`src/include/conv_cfg.svh`:
```
`ifndef CONV_CFG_SVH
`define CONV_CFG_SVH

// feature map shape, one input bank per map row
`define CONV_MAP_ROWS 8
`define CONV_MAP_COLS 16

// square kernel, stride 1
`define CONV_K 3

// pixels packed into one bank word
`define CONV_PIX_PER_WORD 4

// one PE per output filter
`define CONV_NUM_PE 4

// pixel and weight width
`define CONV_PIX_W 8

// dot product result width
`define CONV_ACC_W 24

`endif

```
`src/rtl/conv_pkg.sv`:
```
`include "conv_cfg.svh"

package conv_pkg;

	// valid output positions for a stride-1 kernel
	localparam int OUT_ROWS = `CONV_MAP_ROWS - `CONV_K + 1;
	localparam int OUT_COLS = `CONV_MAP_COLS - `CONV_K + 1;
	localparam int NUM_OUT = OUT_ROWS * OUT_COLS;
	localparam int WIN_PIX = `CONV_K * `CONV_K;

	typedef logic signed [`CONV_PIX_W-1:0] pixel_t;
	typedef logic signed [`CONV_ACC_W-1:0] acc_t;

	typedef logic [$clog2(`CONV_MAP_ROWS)-1:0] row_idx_t;
	typedef logic [$clog2(`CONV_MAP_COLS)-1:0] col_idx_t;
	typedef logic [$clog2(`CONV_MAP_COLS / `CONV_PIX_PER_WORD)-1:0] word_addr_t;

	// pixel 0 sits in the top byte of a word
	typedef logic [`CONV_PIX_PER_WORD*`CONV_PIX_W-1:0] bank_word_t;

	// element r*K+c in the top bytes first, same order for the weights
	typedef logic [WIN_PIX*`CONV_PIX_W-1:0] window_t;
	typedef logic [WIN_PIX*`CONV_PIX_W-1:0] kernel_t;

	typedef logic [$clog2(NUM_OUT)-1:0] out_addr_t;

	typedef enum logic [1:0] {
		st_idle,
		st_scan,
		st_done
	} scan_state_t;

	// one output position moving down the pipeline
	typedef struct packed {
		logic     valid;
		row_idx_t row;
		col_idx_t col;
		logic     last;
	} scan_pos_t;

endpackage

```
`src/rtl/conv_scan.sv`:
```
`timescale 1ns/1ps

module conv_scan
	import conv_pkg::*;
(
	input  logic      clk,
	input  logic      rst,
	input  logic      run,
	input  logic      last_written,
	output scan_pos_t pos,
	output logic      tile_done
);

	scan_state_t state;
	scan_state_t state_next;
	row_idx_t    row_cnt;
	col_idx_t    col_cnt;
	logic        issue_done;
	logic        at_end;
	logic        at_row_end;

	assign at_row_end = (col_cnt == col_idx_t'(OUT_COLS - 1));
	assign at_end = at_row_end && (row_cnt == row_idx_t'(OUT_ROWS - 1));

	// done is held until the host drops run
	assign tile_done = (state == st_done);

	always_comb
	begin
		state_next = state;
		case (state)
			st_idle:
			begin
				if (run)
					state_next = st_scan;
			end
			st_scan:
			begin
				// wait for the final write, not the final issue
				if (last_written)
					state_next = st_done;
			end
			st_done:
			begin
				if (!run)
					state_next = st_idle;
			end
			default:
				state_next = st_idle;
		endcase
	end

	always_ff @(posedge clk, posedge rst)
	begin
		if (rst)
			state <= st_idle;
		else
			state <= state_next;
	end

	// one position per cycle, row major
	always_ff @(posedge clk, posedge rst)
	begin
		if (rst)
		begin
			row_cnt <= '0;
			col_cnt <= '0;
			issue_done <= 1'b0;
			pos <= '0;
		end
		else
		begin
			pos <= '0;
			if (state == st_scan && !issue_done)
			begin
				pos.valid <= 1'b1;
				pos.row <= row_cnt;
				pos.col <= col_cnt;
				pos.last <= at_end;
				if (at_end)
				begin
					row_cnt <= '0;
					col_cnt <= '0;
					issue_done <= 1'b1;
				end
				else if (at_row_end)
				begin
					row_cnt <= row_cnt + 1'b1;
					col_cnt <= '0;
				end
				else
					col_cnt <= col_cnt + 1'b1;
			end
			else if (state == st_idle)
				issue_done <= 1'b0;
		end
	end

endmodule

```
`config.mk`:
```
export PLATFORM = sky130hd
export DESIGN_NAME = conv_scan
export DESIGN_NICKNAME = d
export VERILOG_FILES = /design/src/rtl/conv_pkg.sv /design/src/rtl/conv_scan.sv
export VERILOG_INCLUDE_DIRS = /design/src /design/src/include
export SDC_FILE = /design/constraint.sdc
export NUM_CORES = 1
export LEC_CHECK = 0
export BUFFER_PORTS_ARGS = -buffer_cell sky130_fd_sc_hd__buf_2
export CORE_ASPECT_RATIO = 0.8
export CORE_MARGIN = 10
export CORE_UTILIZATION = 40
export CTS_BUF_LIST = sky130_fd_sc_hd__clkbuf_4 sky130_fd_sc_hd__clkbuf_8
export DETAILED_ROUTE_END_ITERATION = 12
export GPL_ROUTABILITY_DRIVEN = 0
export GPL_TIMING_DRIVEN = 0
export SLEW_MARGIN = 20
export SYNTH_ARGS = -nofsm -noshare
export SYNTH_HDL_FRONTEND = slang
export SYNTH_SLANG_ARGS = --single-unit
```
`constraint.sdc`:
```
create_clock -name clk -period 3.2 [get_ports clk]
set_input_delay 0.64 -clock clk [delete_from_list [all_inputs] [get_ports clk]]
set_output_delay 0.64 -clock clk [all_outputs]
set_load 0.05 [all_outputs]
```
==> results.toml <==
[timing]
clock.fmax_ghz = 0.550
clock_skew_ns = 0.00347
fin_crit_sh_pct = 56.8
maxSlewHeadroom_pct = 53.7
setup_viol = 0
rsz0062_at_grt = "false"
tns_ns = 0
worst_slew_pin_slew_ns = 0.694
finalMaxSlewViolations = 0
final-hold-violation-count = 0
hold_slack_ns = 0.432
final.min_clock_period_ns = 1.82

[final_layout]
fillCellCount = 181
multiInputGateArea_um2 = 290
fin_nets = 94
area_growth_pct = 15.4
diodes = 0
regArea_um2 = 475
final_layout_size_suffix_gt1_share_pct = 24.7

[global_route]
met2_usage_pct = 9.29
first_global_vias = 459
grt_overflow = 0
track_usage_pct = 6.68
antenna_found_initial = 0
grt_pass1_wl_um = 2210
use_met3_pct = 4.14
grt_max_degree = 20
grtUsageMet1_pct = 8.14
busiest_layer = "met2"

[placement]
port_buffers = 13
dp_hpwl_um = 945

[cts]
clock_tree.root_cell = "clkbuf_4"
cts_buffer_depth = 2
clk_latency_ns = 0.30
cts_hold_buf = 0
cts_buffers = 3
tritoncts = "done"
clkTransAtPathRegs_ns = 0.11
cts_max_level = 1
post-cts-setup-buffers = 0
cts_resized = 0
clock-sinks = 19

[floorplanning]
core_area_um2 = 1890
start_util_pct = 42.1
die_h_um = 59.9
die_w_um = 69.9
num_rows = 14
dieArea_um2 = 4180
design.portCount = 14

[hold_path]
hold_path_class = "input pin to asynchronous set/reset pin"

[logic_synthesis]
syn_area_per_cell_um2 = 11.7
yosys_warnings = 0
synth.cell_area_um2 = 796
ys_seq_area_share_pct = 59.7
synth.distinct_cells = 23
synth_nets = 76
netlist_instances = 68
synth-seq-cells = 19

[route]
drcViolationCount = 0
ant_nets = 0
finalWirelength_um = 1280
dr.first_iter.drc_count = 12
firstDrtPassIters = 4
wl_per_cell_um = 11.7
vias = 509
routed_via_density = 4.67

[worst_setup_path]
end_kind = "output pin"
cp-start-kind = "flip-flop"
crit_required_ns = 2.56
crit_type = "flip-flop to output pin"
arrival_ns = 1.18
cp_max_fo = 6

[status]
outcome = "complete, no violations"

[power_and_ir_drop]
cellPowerDensity_nw_per_um2 = 883
p_leak_nw = 0.490
ir_worst_vdd_mv = 0.415

[flow_run]
drv_cap = 0
[final timing paths]
check,from,endpoint,slack (ns),cells past startpoint
max,state[0],tile_done,1.38,2
max reg2reg,state[1],row_cnt[1],1.53,4
min reg2reg,state[1],state[0],0.51,1
max in group asynchronous,rst,col_cnt[0],2.33,2
min,rst,state[0],0.43,2
min in group clk,state[1],state[0],0.51,1
[layout by cell type (no fill, tap or decap)]
cell type	count
a21o_1	1
a21oi_1	4
a31oi_1	1
a41o_1	1
and2_1	4
and2b_1	1
buf_2	13
buf_6	1
clkbuf_4	3
clkinv_1	1
clkinv_2	1
dfrtp_1	19
ha_1	4
inv_1	4
mux2_4	2
mux2i_1	1
nand2_1	5
nand2b_1	2
nand3_1	1
nor2_1	5
o21ai_0	6
o22ai_1	1
o31ai_1	1
or2_4	1
or2b_1	1
or3b_1	1
[synth_stat cells]
| library cell | count | share of area [%] |
|---|---|---|
| or3b_1 | 1 | 1.1 |
| mux2_4 | 2 | 3.8 |
| nand3_1 | 1 | 0.63 |
| a21o_1 | 1 | 0.94 |
| a41o_1 | 1 | 1.3 |
| or2_4 | 1 | 1.1 |
| o21ai_0 | 6 | 3.8 |
| a21oi_1 | 4 | 2.5 |
| buf_6 | 1 | 1.4 |
| ha_1 | 4 | 6.3 |
| clkinv_1 | 1 | 0.47 |
| o31ai_1 | 1 | 0.94 |
| and2b_1 | 1 | 0.94 |
| mux2i_1 | 1 | 1.3 |
| inv_1 | 4 | 1.9 |
| nor2_1 | 5 | 2.4 |
| nand2_1 | 5 | 2.4 |
| or2b_1 | 1 | 0.94 |
| a31oi_1 | 1 | 0.79 |
| and2_1 | 4 | 3.1 |
| nand2b_1 | 2 | 1.6 |
| o22ai_1 | 1 | 0.79 |
| dfrtp_1 | 19 | 60 |
[logic make-up after synthesis]
group	after synthesis	share of synthesized area (%)
and+or+nand+nor	21	14.2
DFF	19	59.7
AOI/OAI and AO/OA	15	11.0
buffers and inverters	6	3.77
adders and majority gates	4	6.29
muxes	3	5.03
[sequential cells by signal, summed over array words and instances, names as in the netlist]
register / cells
pos: 9
col_cnt: 4
issue_done: 1
row_cnt: 3
state: 2
[per-stage QoR]
step,instance area (um2),cells,setup WS (ns),util (%),power [W]
6_report,918,109,1.38,48.5,0.000811
5_1_grt,918,109,1.33,48.5,0.000869
4_1_cts,918,109,1.36,48.5,0.000819
3_5_place_dp,891,105,1.55,47.1,0.000700
3_3_place_gp,891,105,1.55,47.1,0.000697
2_1_floorplan,796,68,1.61,-,0.000625
[layout make-up]
| cell class | count | area share (%) |
|---|---|---|
| sequential | 19 | 51.8 |
| multi-input combinational | 43 | 31.6 |
| timing repair buffer | 13 | 7.08 |
| tap | 24 | 3.27 |
| clock buffer | 3 | 2.45 |
| inverter | 5 | 2.04 |
| buffer | 1 | 1.23 |
| clock inverter | 1 | 0.545 |
[power breakdown]
group          total, W  internal (W)  switching, W
clock          0.000119     0.0000466     0.0000723
sequential     0.000361      0.000305     0.0000555
combinational  0.000331      0.000116      0.000215
total          0.000811      0.000468      0.000343
[routing by layer]
layer	share of wire [%]	up-vias
met4	0.71	0
met3	8.4	2
met1	51	233
met5	0	-
li1	-	263
met2	39	11
[worst max-delay path: stages (launching register included)]
cell	delay (ns)
dfrtp_1	0.43
and2b_1	0.20
buf_2	0.25
No activity file was read; power rests on OpenSTA's default activity.
