`src/include/conv_cfg.svh`:
```
`ifndef CONV_CFG_SVH
`define CONV_CFG_SVH

// feature map shape, one input bank per map row
`define CONV_MAP_ROWS 8
`define CONV_MAP_COLS 16

// square kernel, stride 1
`define CONV_K 3

// pixels packed into one bank word
`define CONV_PIX_PER_WORD 4

// one PE per output filter
`define CONV_NUM_PE 4

// pixel and weight width
`define CONV_PIX_W 8

// dot product result width
`define CONV_ACC_W 24

`endif

```
`src/rtl/conv_pkg.sv`:
```
`include "conv_cfg.svh"

package conv_pkg;

	// valid output positions for a stride-1 kernel
	localparam int OUT_ROWS = `CONV_MAP_ROWS - `CONV_K + 1;
	localparam int OUT_COLS = `CONV_MAP_COLS - `CONV_K + 1;
	localparam int NUM_OUT = OUT_ROWS * OUT_COLS;
	localparam int WIN_PIX = `CONV_K * `CONV_K;

	typedef logic signed [`CONV_PIX_W-1:0] pixel_t;
	typedef logic signed [`CONV_ACC_W-1:0] acc_t;

	typedef logic [$clog2(`CONV_MAP_ROWS)-1:0] row_idx_t;
	typedef logic [$clog2(`CONV_MAP_COLS)-1:0] col_idx_t;
	typedef logic [$clog2(`CONV_MAP_COLS / `CONV_PIX_PER_WORD)-1:0] word_addr_t;

	// pixel 0 sits in the top byte of a word
	typedef logic [`CONV_PIX_PER_WORD*`CONV_PIX_W-1:0] bank_word_t;

	// element r*K+c in the top bytes first, same order for the weights
	typedef logic [WIN_PIX*`CONV_PIX_W-1:0] window_t;
	typedef logic [WIN_PIX*`CONV_PIX_W-1:0] kernel_t;

	typedef logic [$clog2(NUM_OUT)-1:0] out_addr_t;

	typedef enum logic [1:0] {
		st_idle,
		st_scan,
		st_done
	} scan_state_t;

	// one output position moving down the pipeline
	typedef struct packed {
		logic     valid;
		row_idx_t row;
		col_idx_t col;
		logic     last;
	} scan_pos_t;

endpackage

```
`src/rtl/window_fetch.sv`:
```
`timescale 1ns/1ps
`include "conv_cfg.svh"

module window_fetch
	import conv_pkg::*;
(
	input  logic       clk,
	input  logic       rst,
	input  scan_pos_t  pos,
	input  bank_word_t bank_data [0:`CONV_MAP_ROWS-1],
	output word_addr_t bank_addr [0:`CONV_MAP_ROWS-1],
	output logic       bank_oen  [0:`CONV_MAP_ROWS-1],
	output window_t    window,
	output scan_pos_t  win_pos
);

	scan_pos_t  pos_d1;
	scan_pos_t  pos_d2;
	word_addr_t word_sel;
	window_t    win_next;

	// pixel p of a bank word, pixel 0 at the top
	function automatic pixel_t word_pix(input bank_word_t word, input int p);
		return word[$bits(bank_word_t)-1-p*`CONV_PIX_W -: `CONV_PIX_W];
	endfunction

	function automatic pixel_t win_pix(input window_t win, input int idx);
		return win[$bits(window_t)-1-idx*`CONV_PIX_W -: `CONV_PIX_W];
	endfunction

	// phases 2 and 3 only need the first pixels of the next word
	always_comb
	begin
		if (pos.col[1])
			word_sel = pos.col[3:2] + 1'b1;
		else
			word_sel = pos.col[3:2];
	end

	// address stage, banks row to row+K-1 read
	always_ff @(posedge clk, posedge rst)
	begin
		if (rst)
		begin
			for (int b = 0; b < `CONV_MAP_ROWS; b++)
			begin
				bank_addr[b] <= '0;
				bank_oen[b] <= 1'b1;
			end
		end
		else
		begin
			for (int b = 0; b < `CONV_MAP_ROWS; b++)
			begin
				if (pos.valid && b >= int'(pos.row) && b < int'(pos.row) + `CONV_K)
				begin
					bank_addr[b] <= word_sel;
					bank_oen[b] <= 1'b0;
				end
				else
				begin
					bank_addr[b] <= '0;
					bank_oen[b] <= 1'b1;
				end
			end
		end
	end

	// position copies for the address and data cycles
	always_ff @(posedge clk, posedge rst)
	begin
		if (rst)
		begin
			pos_d1 <= '0;
			pos_d2 <= '0;
			win_pos <= '0;
		end
		else
		begin
			pos_d1 <= pos;
			pos_d2 <= pos_d1;
			win_pos <= pos_d2;
		end
	end

	always_comb
	begin
		bank_word_t row_word;
		int phase;
		win_next = window;
		phase = int'(pos_d2.col[1:0]);
		for (int r = 0; r < `CONV_K; r++)
		begin
			row_word = bank_data[int'(pos_d2.row) + r];
			if (phase < 2)
			begin
				// fresh load, window fits in the current word
				for (int c = 0; c < `CONV_K; c++)
					win_next[$bits(window_t)-1-(r*`CONV_K+c)*`CONV_PIX_W -: `CONV_PIX_W] =
						word_pix(row_word, phase + c);
			end
			else
			begin
				// slide by one column, new pixel from the next word
				for (int c = 0; c < `CONV_K - 1; c++)
					win_next[$bits(window_t)-1-(r*`CONV_K+c)*`CONV_PIX_W -: `CONV_PIX_W] =
						win_pix(window, r*`CONV_K + c + 1);
				win_next[$bits(window_t)-1-(r*`CONV_K+`CONV_K-1)*`CONV_PIX_W -: `CONV_PIX_W] =
					word_pix(row_word, phase - 2);
			end
		end
	end

	always_ff @(posedge clk)
	begin
		if (pos_d2.valid)
			window <= win_next;
	end

endmodule

```
`config.mk`:
```
export PLATFORM = sky130hd
export DESIGN_NAME = window_fetch
export DESIGN_NICKNAME = d
export VERILOG_FILES = /design/src/rtl/conv_pkg.sv /design/src/rtl/window_fetch.sv
export VERILOG_INCLUDE_DIRS = /design/src /design/src/include
export SDC_FILE = /design/constraint.sdc
export NUM_CORES = 1
export LEC_CHECK = 0
export BUFFER_PORTS_ARGS = -buffer_cell sky130_fd_sc_hd__buf_2
export CORE_UTILIZATION = 52
export DETAILED_ROUTE_END_ITERATION = 8
export GPL_TIMING_DRIVEN = 1
export PLACE_DENSITY = 0.82
export SYNTH_ARGS = -nofsm -noshare
export SYNTH_HDL_FRONTEND = slang
export SYNTH_SLANG_ARGS = --single-unit
export TNS_END_PERCENT = 20
```
`constraint.sdc`:
```
create_clock -name clk -period 3.9 [get_ports clk]
set_input_delay 0.78 -clock clk [delete_from_list [all_inputs] [get_ports clk]]
set_output_delay 0.78 -clock clk [all_outputs]
set_load 0.03 [all_outputs]
```
==> results.toml <==
[min_path]
holdCritStartpoint = "pos_d1[2]"
min_to = "pos_d2[2]"
worst_hold_path_type = "flip-flop to flip-flop"
whs_path_depth = 0

[grt]
grt_max_degree = 61
first_global_vias = 10252
grt_usage_pct = 39.68
overflow = 0
grt_pass1_wl_um = 63070
antenna_found_initial = 12

[cts]
cts_setup_buffers = 0
path_clk_slew_ps = 70
cts_tree = "built"
root_buffer = "clkbuf_16"
hold_buffers = 0
h-tree-depth = 4
numCtsBuffers = 17
cts_buffer_depth = 2
cts.sinks = 123
cts_resized = 0
insertion_delay_ps = 430

[die]
die_height_um = 147.9
rows = 52
die_area_um2 = 21860
ios = 372
coreArea_um2 = 20560
die_w_um = 147.9
start_util_pct = 53.80

[routing]
drtAntennaViolNets = 0
first_iter_violations = 1202
vias_per_cell = 6.818
wl_per_cell_um = 28.24
first_pass_iters = 8
vias = 10398
drc = 0
drt_wl_total_um = 43070

[worst_setup_path]
max_stage_delay_ps = 1040
r2r_slack_ps = 680
worst-endpoint-required_ps = 4070
critical_path_arrival_ps = 3390
timing.rr.start = "pos_d2[7]"
path_buf_inv = 1
cp_slowest_cell = "dfrtp_4"
path_common_cell = "mux4_2"
worstSetupEndpointType = "flip-flop"
crit_family = "multiplexers"
path_cells = "buf_4, mux2_1, mux4_2, mux4_2"
cp-start-kind = "flip-flop"
path_class = "flip-flop to flip-flop"
worstReg2RegEnd = "window[52]"
path_max_fanout = 58
ff2ff_path_depth = 4

[timing]
setup_viol = 0
worstMarginPinSlew_ps = 1025
timing.hold.ws_ps = 349.8
rsz0062_at_grt = "false"
maxSlewViolCount = 0
hold_violations = 0
slew_headroom_pct = 31.59
fin_crit_ps = 3222
max_freq_ghz = 0.3104
timing.setup.tns_ps = 0
timing.final.crit_share_pct = 82.61
worst_clock_skew_ps = 6.902

[synth]
synth_top_family_by_area = "multiplexers"
synth_seq_cells = 123
yosys.area_share.xor_xnor_pct = 0.4524
synth_compound_area_share_pct = 9.954
avgSynthCellArea_um2 = 12.30
syn_nets = 1172
ys_warn_count = 0
synthAdderAreaFrac_pct = 0.6787
synth-simple-area-share_pct = 8.302
synth-main-ff-cell = "edfxtp_1"
async_reset_ff_share_pct = 41.46
synth_edf_count = 72
yosysSeqAreaShare_pct = 31.17
synthCells = 899
synth_cell_types = 54
muxShareOfSynthArea_pct = 45.14
syn_area_um2 = 11060

[place]
hpwl_um = 33150
gp_congestion = 1.070
dp.cells = 1482
io_buffers = 371
dpl_cell_area_um2 = 13040

[layout]
final_area_um2 = 13640
fin_util_pct = 66.36
layout-drive-gt1-share_pct = 50.48
final_cells = 1525
syn2layout_area_growth_pct = 23.33
layout.nets = 1504

[power]
ir_drop_mv = 0.3118
leakage_nw = 5.779
p_per_area_nw_per_um2 = 363.3

[run_status]
outcome = "complete, no violations"

[run]
max_cap_violations = 0
[per-stage QoR]
stage	setup WS (ps)	total power, mW
3_3_place_gp	776.3	3.310
2_1_floorplan	1177	2.731
4_1_cts	709.8	4.905
5_1_grt	580.8	5.097
6_report	678.2	4.956
3_5_place_dp	709.0	3.335
[cells in the mapped netlist (all sizes together), types with 2 or more instances]
library cell / instances / share of area (%)
mux2i: 92 / 8.3
nand2: 55 / 1.9
nor3b: 2 / 0.14
clkbuf: 30 / 1.0
inv: 7 / 0.24
or2: 34 / 1.9
nor3: 28 / 1.3
o2bb2ai: 4 / 0.32
nand2b: 10 / 0.57
o22ai: 62 / 3.5
o211ai: 10 / 0.68
xor2: 2 / 0.23
xnor2: 2 / 0.23
o21ai: 17 / 0.77
dfstp: 8 / 1.9
and2: 4 / 0.23
o22a: 3 / 0.24
o31ai: 25 / 1.7
nor2: 47 / 1.6
mux2: 111 / 11
o41ai: 10 / 0.79
a32oi: 2 / 0.16
ha: 6 / 0.68
a22oi: 14 / 0.95
o32ai: 5 / 0.40
mux4: 125 / 25
edfxtp: 72 / 20
buf: 52 / 3.0
dfrtp: 43 / 9.7
nor2b: 4 / 0.23
[placed cells by master (no fill, tap or decap), drive strengths merged, types with 2 or more instances in the layout]
| cell | count |
|---|---|
| buf | 395 |
| mux4 | 125 |
| mux2 | 111 |
| mux2i | 92 |
| edfxtp | 72 |
| o22ai | 62 |
| nand2 | 55 |
| nor2 | 47 |
| dfrtp | 43 |
| or2 | 34 |
| nor3 | 28 |
| o31ai | 25 |
| clkbuf | 17 |
| o21ai | 17 |
| inv | 17 |
| a22oi | 14 |
| diode | 11 |
| nand2b | 10 |
| o211ai | 10 |
| o41ai | 10 |
| dfstp | 8 |
| ha | 6 |
| o32ai | 5 |
| and2 | 4 |
| nor2b | 4 |
| o2bb2ai | 4 |
| clkinv | 4 |
| o22a | 3 |
| nor3b | 2 |
| a32oi | 2 |
| xor2 | 2 |
| xnor2 | 2 |
[logic make-up (layout without fill, tap and decap cells)]
logic type / count (synthesis) / count (layout)
AOI/OAI and AO/OA: 158 / 158
DFF: 123 / 123
other: 0 / 11
muxes: 328 / 328
and+or+nand+nor: 191 / 191
xor gates and xnor gates: 4 / 4
adders and majority gates: 6 / 6
buffers and inverters: 89 / 434
[worst register-to-register path, cell delays in order (launching register included)]
cell and delay [ps]:
dfrtp_4 1040, buf_4 500, mux2_1 380, mux4_2 560, mux4_2 490
[worst max-delay path by stage]
stage,from,endpoint,slack (ps),depth (start not counted)
final,pos_d2[7],window[52],680,4
after CTS,pos_d2[7],window[52],710,4
after floorplan,pos_d2[6],window[29],1180,6
after global routing,pos_d2[7],window[52],580,4
after global placement,pos_d2[7],window[52],780,4
after detailed placement,pos_d2[7],window[52],710,4
[final cells by class]
type                    instances  area (µm²)
clock buffers                  17       425.4
flip-flops and latches        123        3462
clock inverters                15       150.1
multi-input cells             687        7152
fillers                      1579        6917
diodes                         11       27.53
well taps                     270       337.8
inverters                       7       26.28
repair buffers                395        2062
[where the power goes]
| part | switching [mW] | internal (mW) | leakage (nW) |
|---|---|---|---|
| logic | 1.00 | 0.736 | 4.17 |
| clock network | 0.731 | 0.853 | 0.283 |
| registers | 0.0980 | 1.53 | 1.33 |
| total | 1.83 | 3.12 | 5.78 |
[state kept, by name, indices dropped and copies added, names as in the netlist]
| register | flops |
|---|---|
| window | 72 |
| bank_addr | 16 |
| pos_d1 | 9 |
| pos_d2 | 9 |
| win_pos | 9 |
| bank_oen | 8 |
[metal layers]
layer / global-route usage [%] / routed length, µm / vias to the layer above
met1: 50.73 / 15770 / 5082
met5: 0 / 11 / -
met2: 58.21 / 18920 / 835
met4: 16.44 / 1729 / 2
li1: - / - / 4340
met3: 18.15 / 6647 / 139
Power figures use the tool's default switching activity.
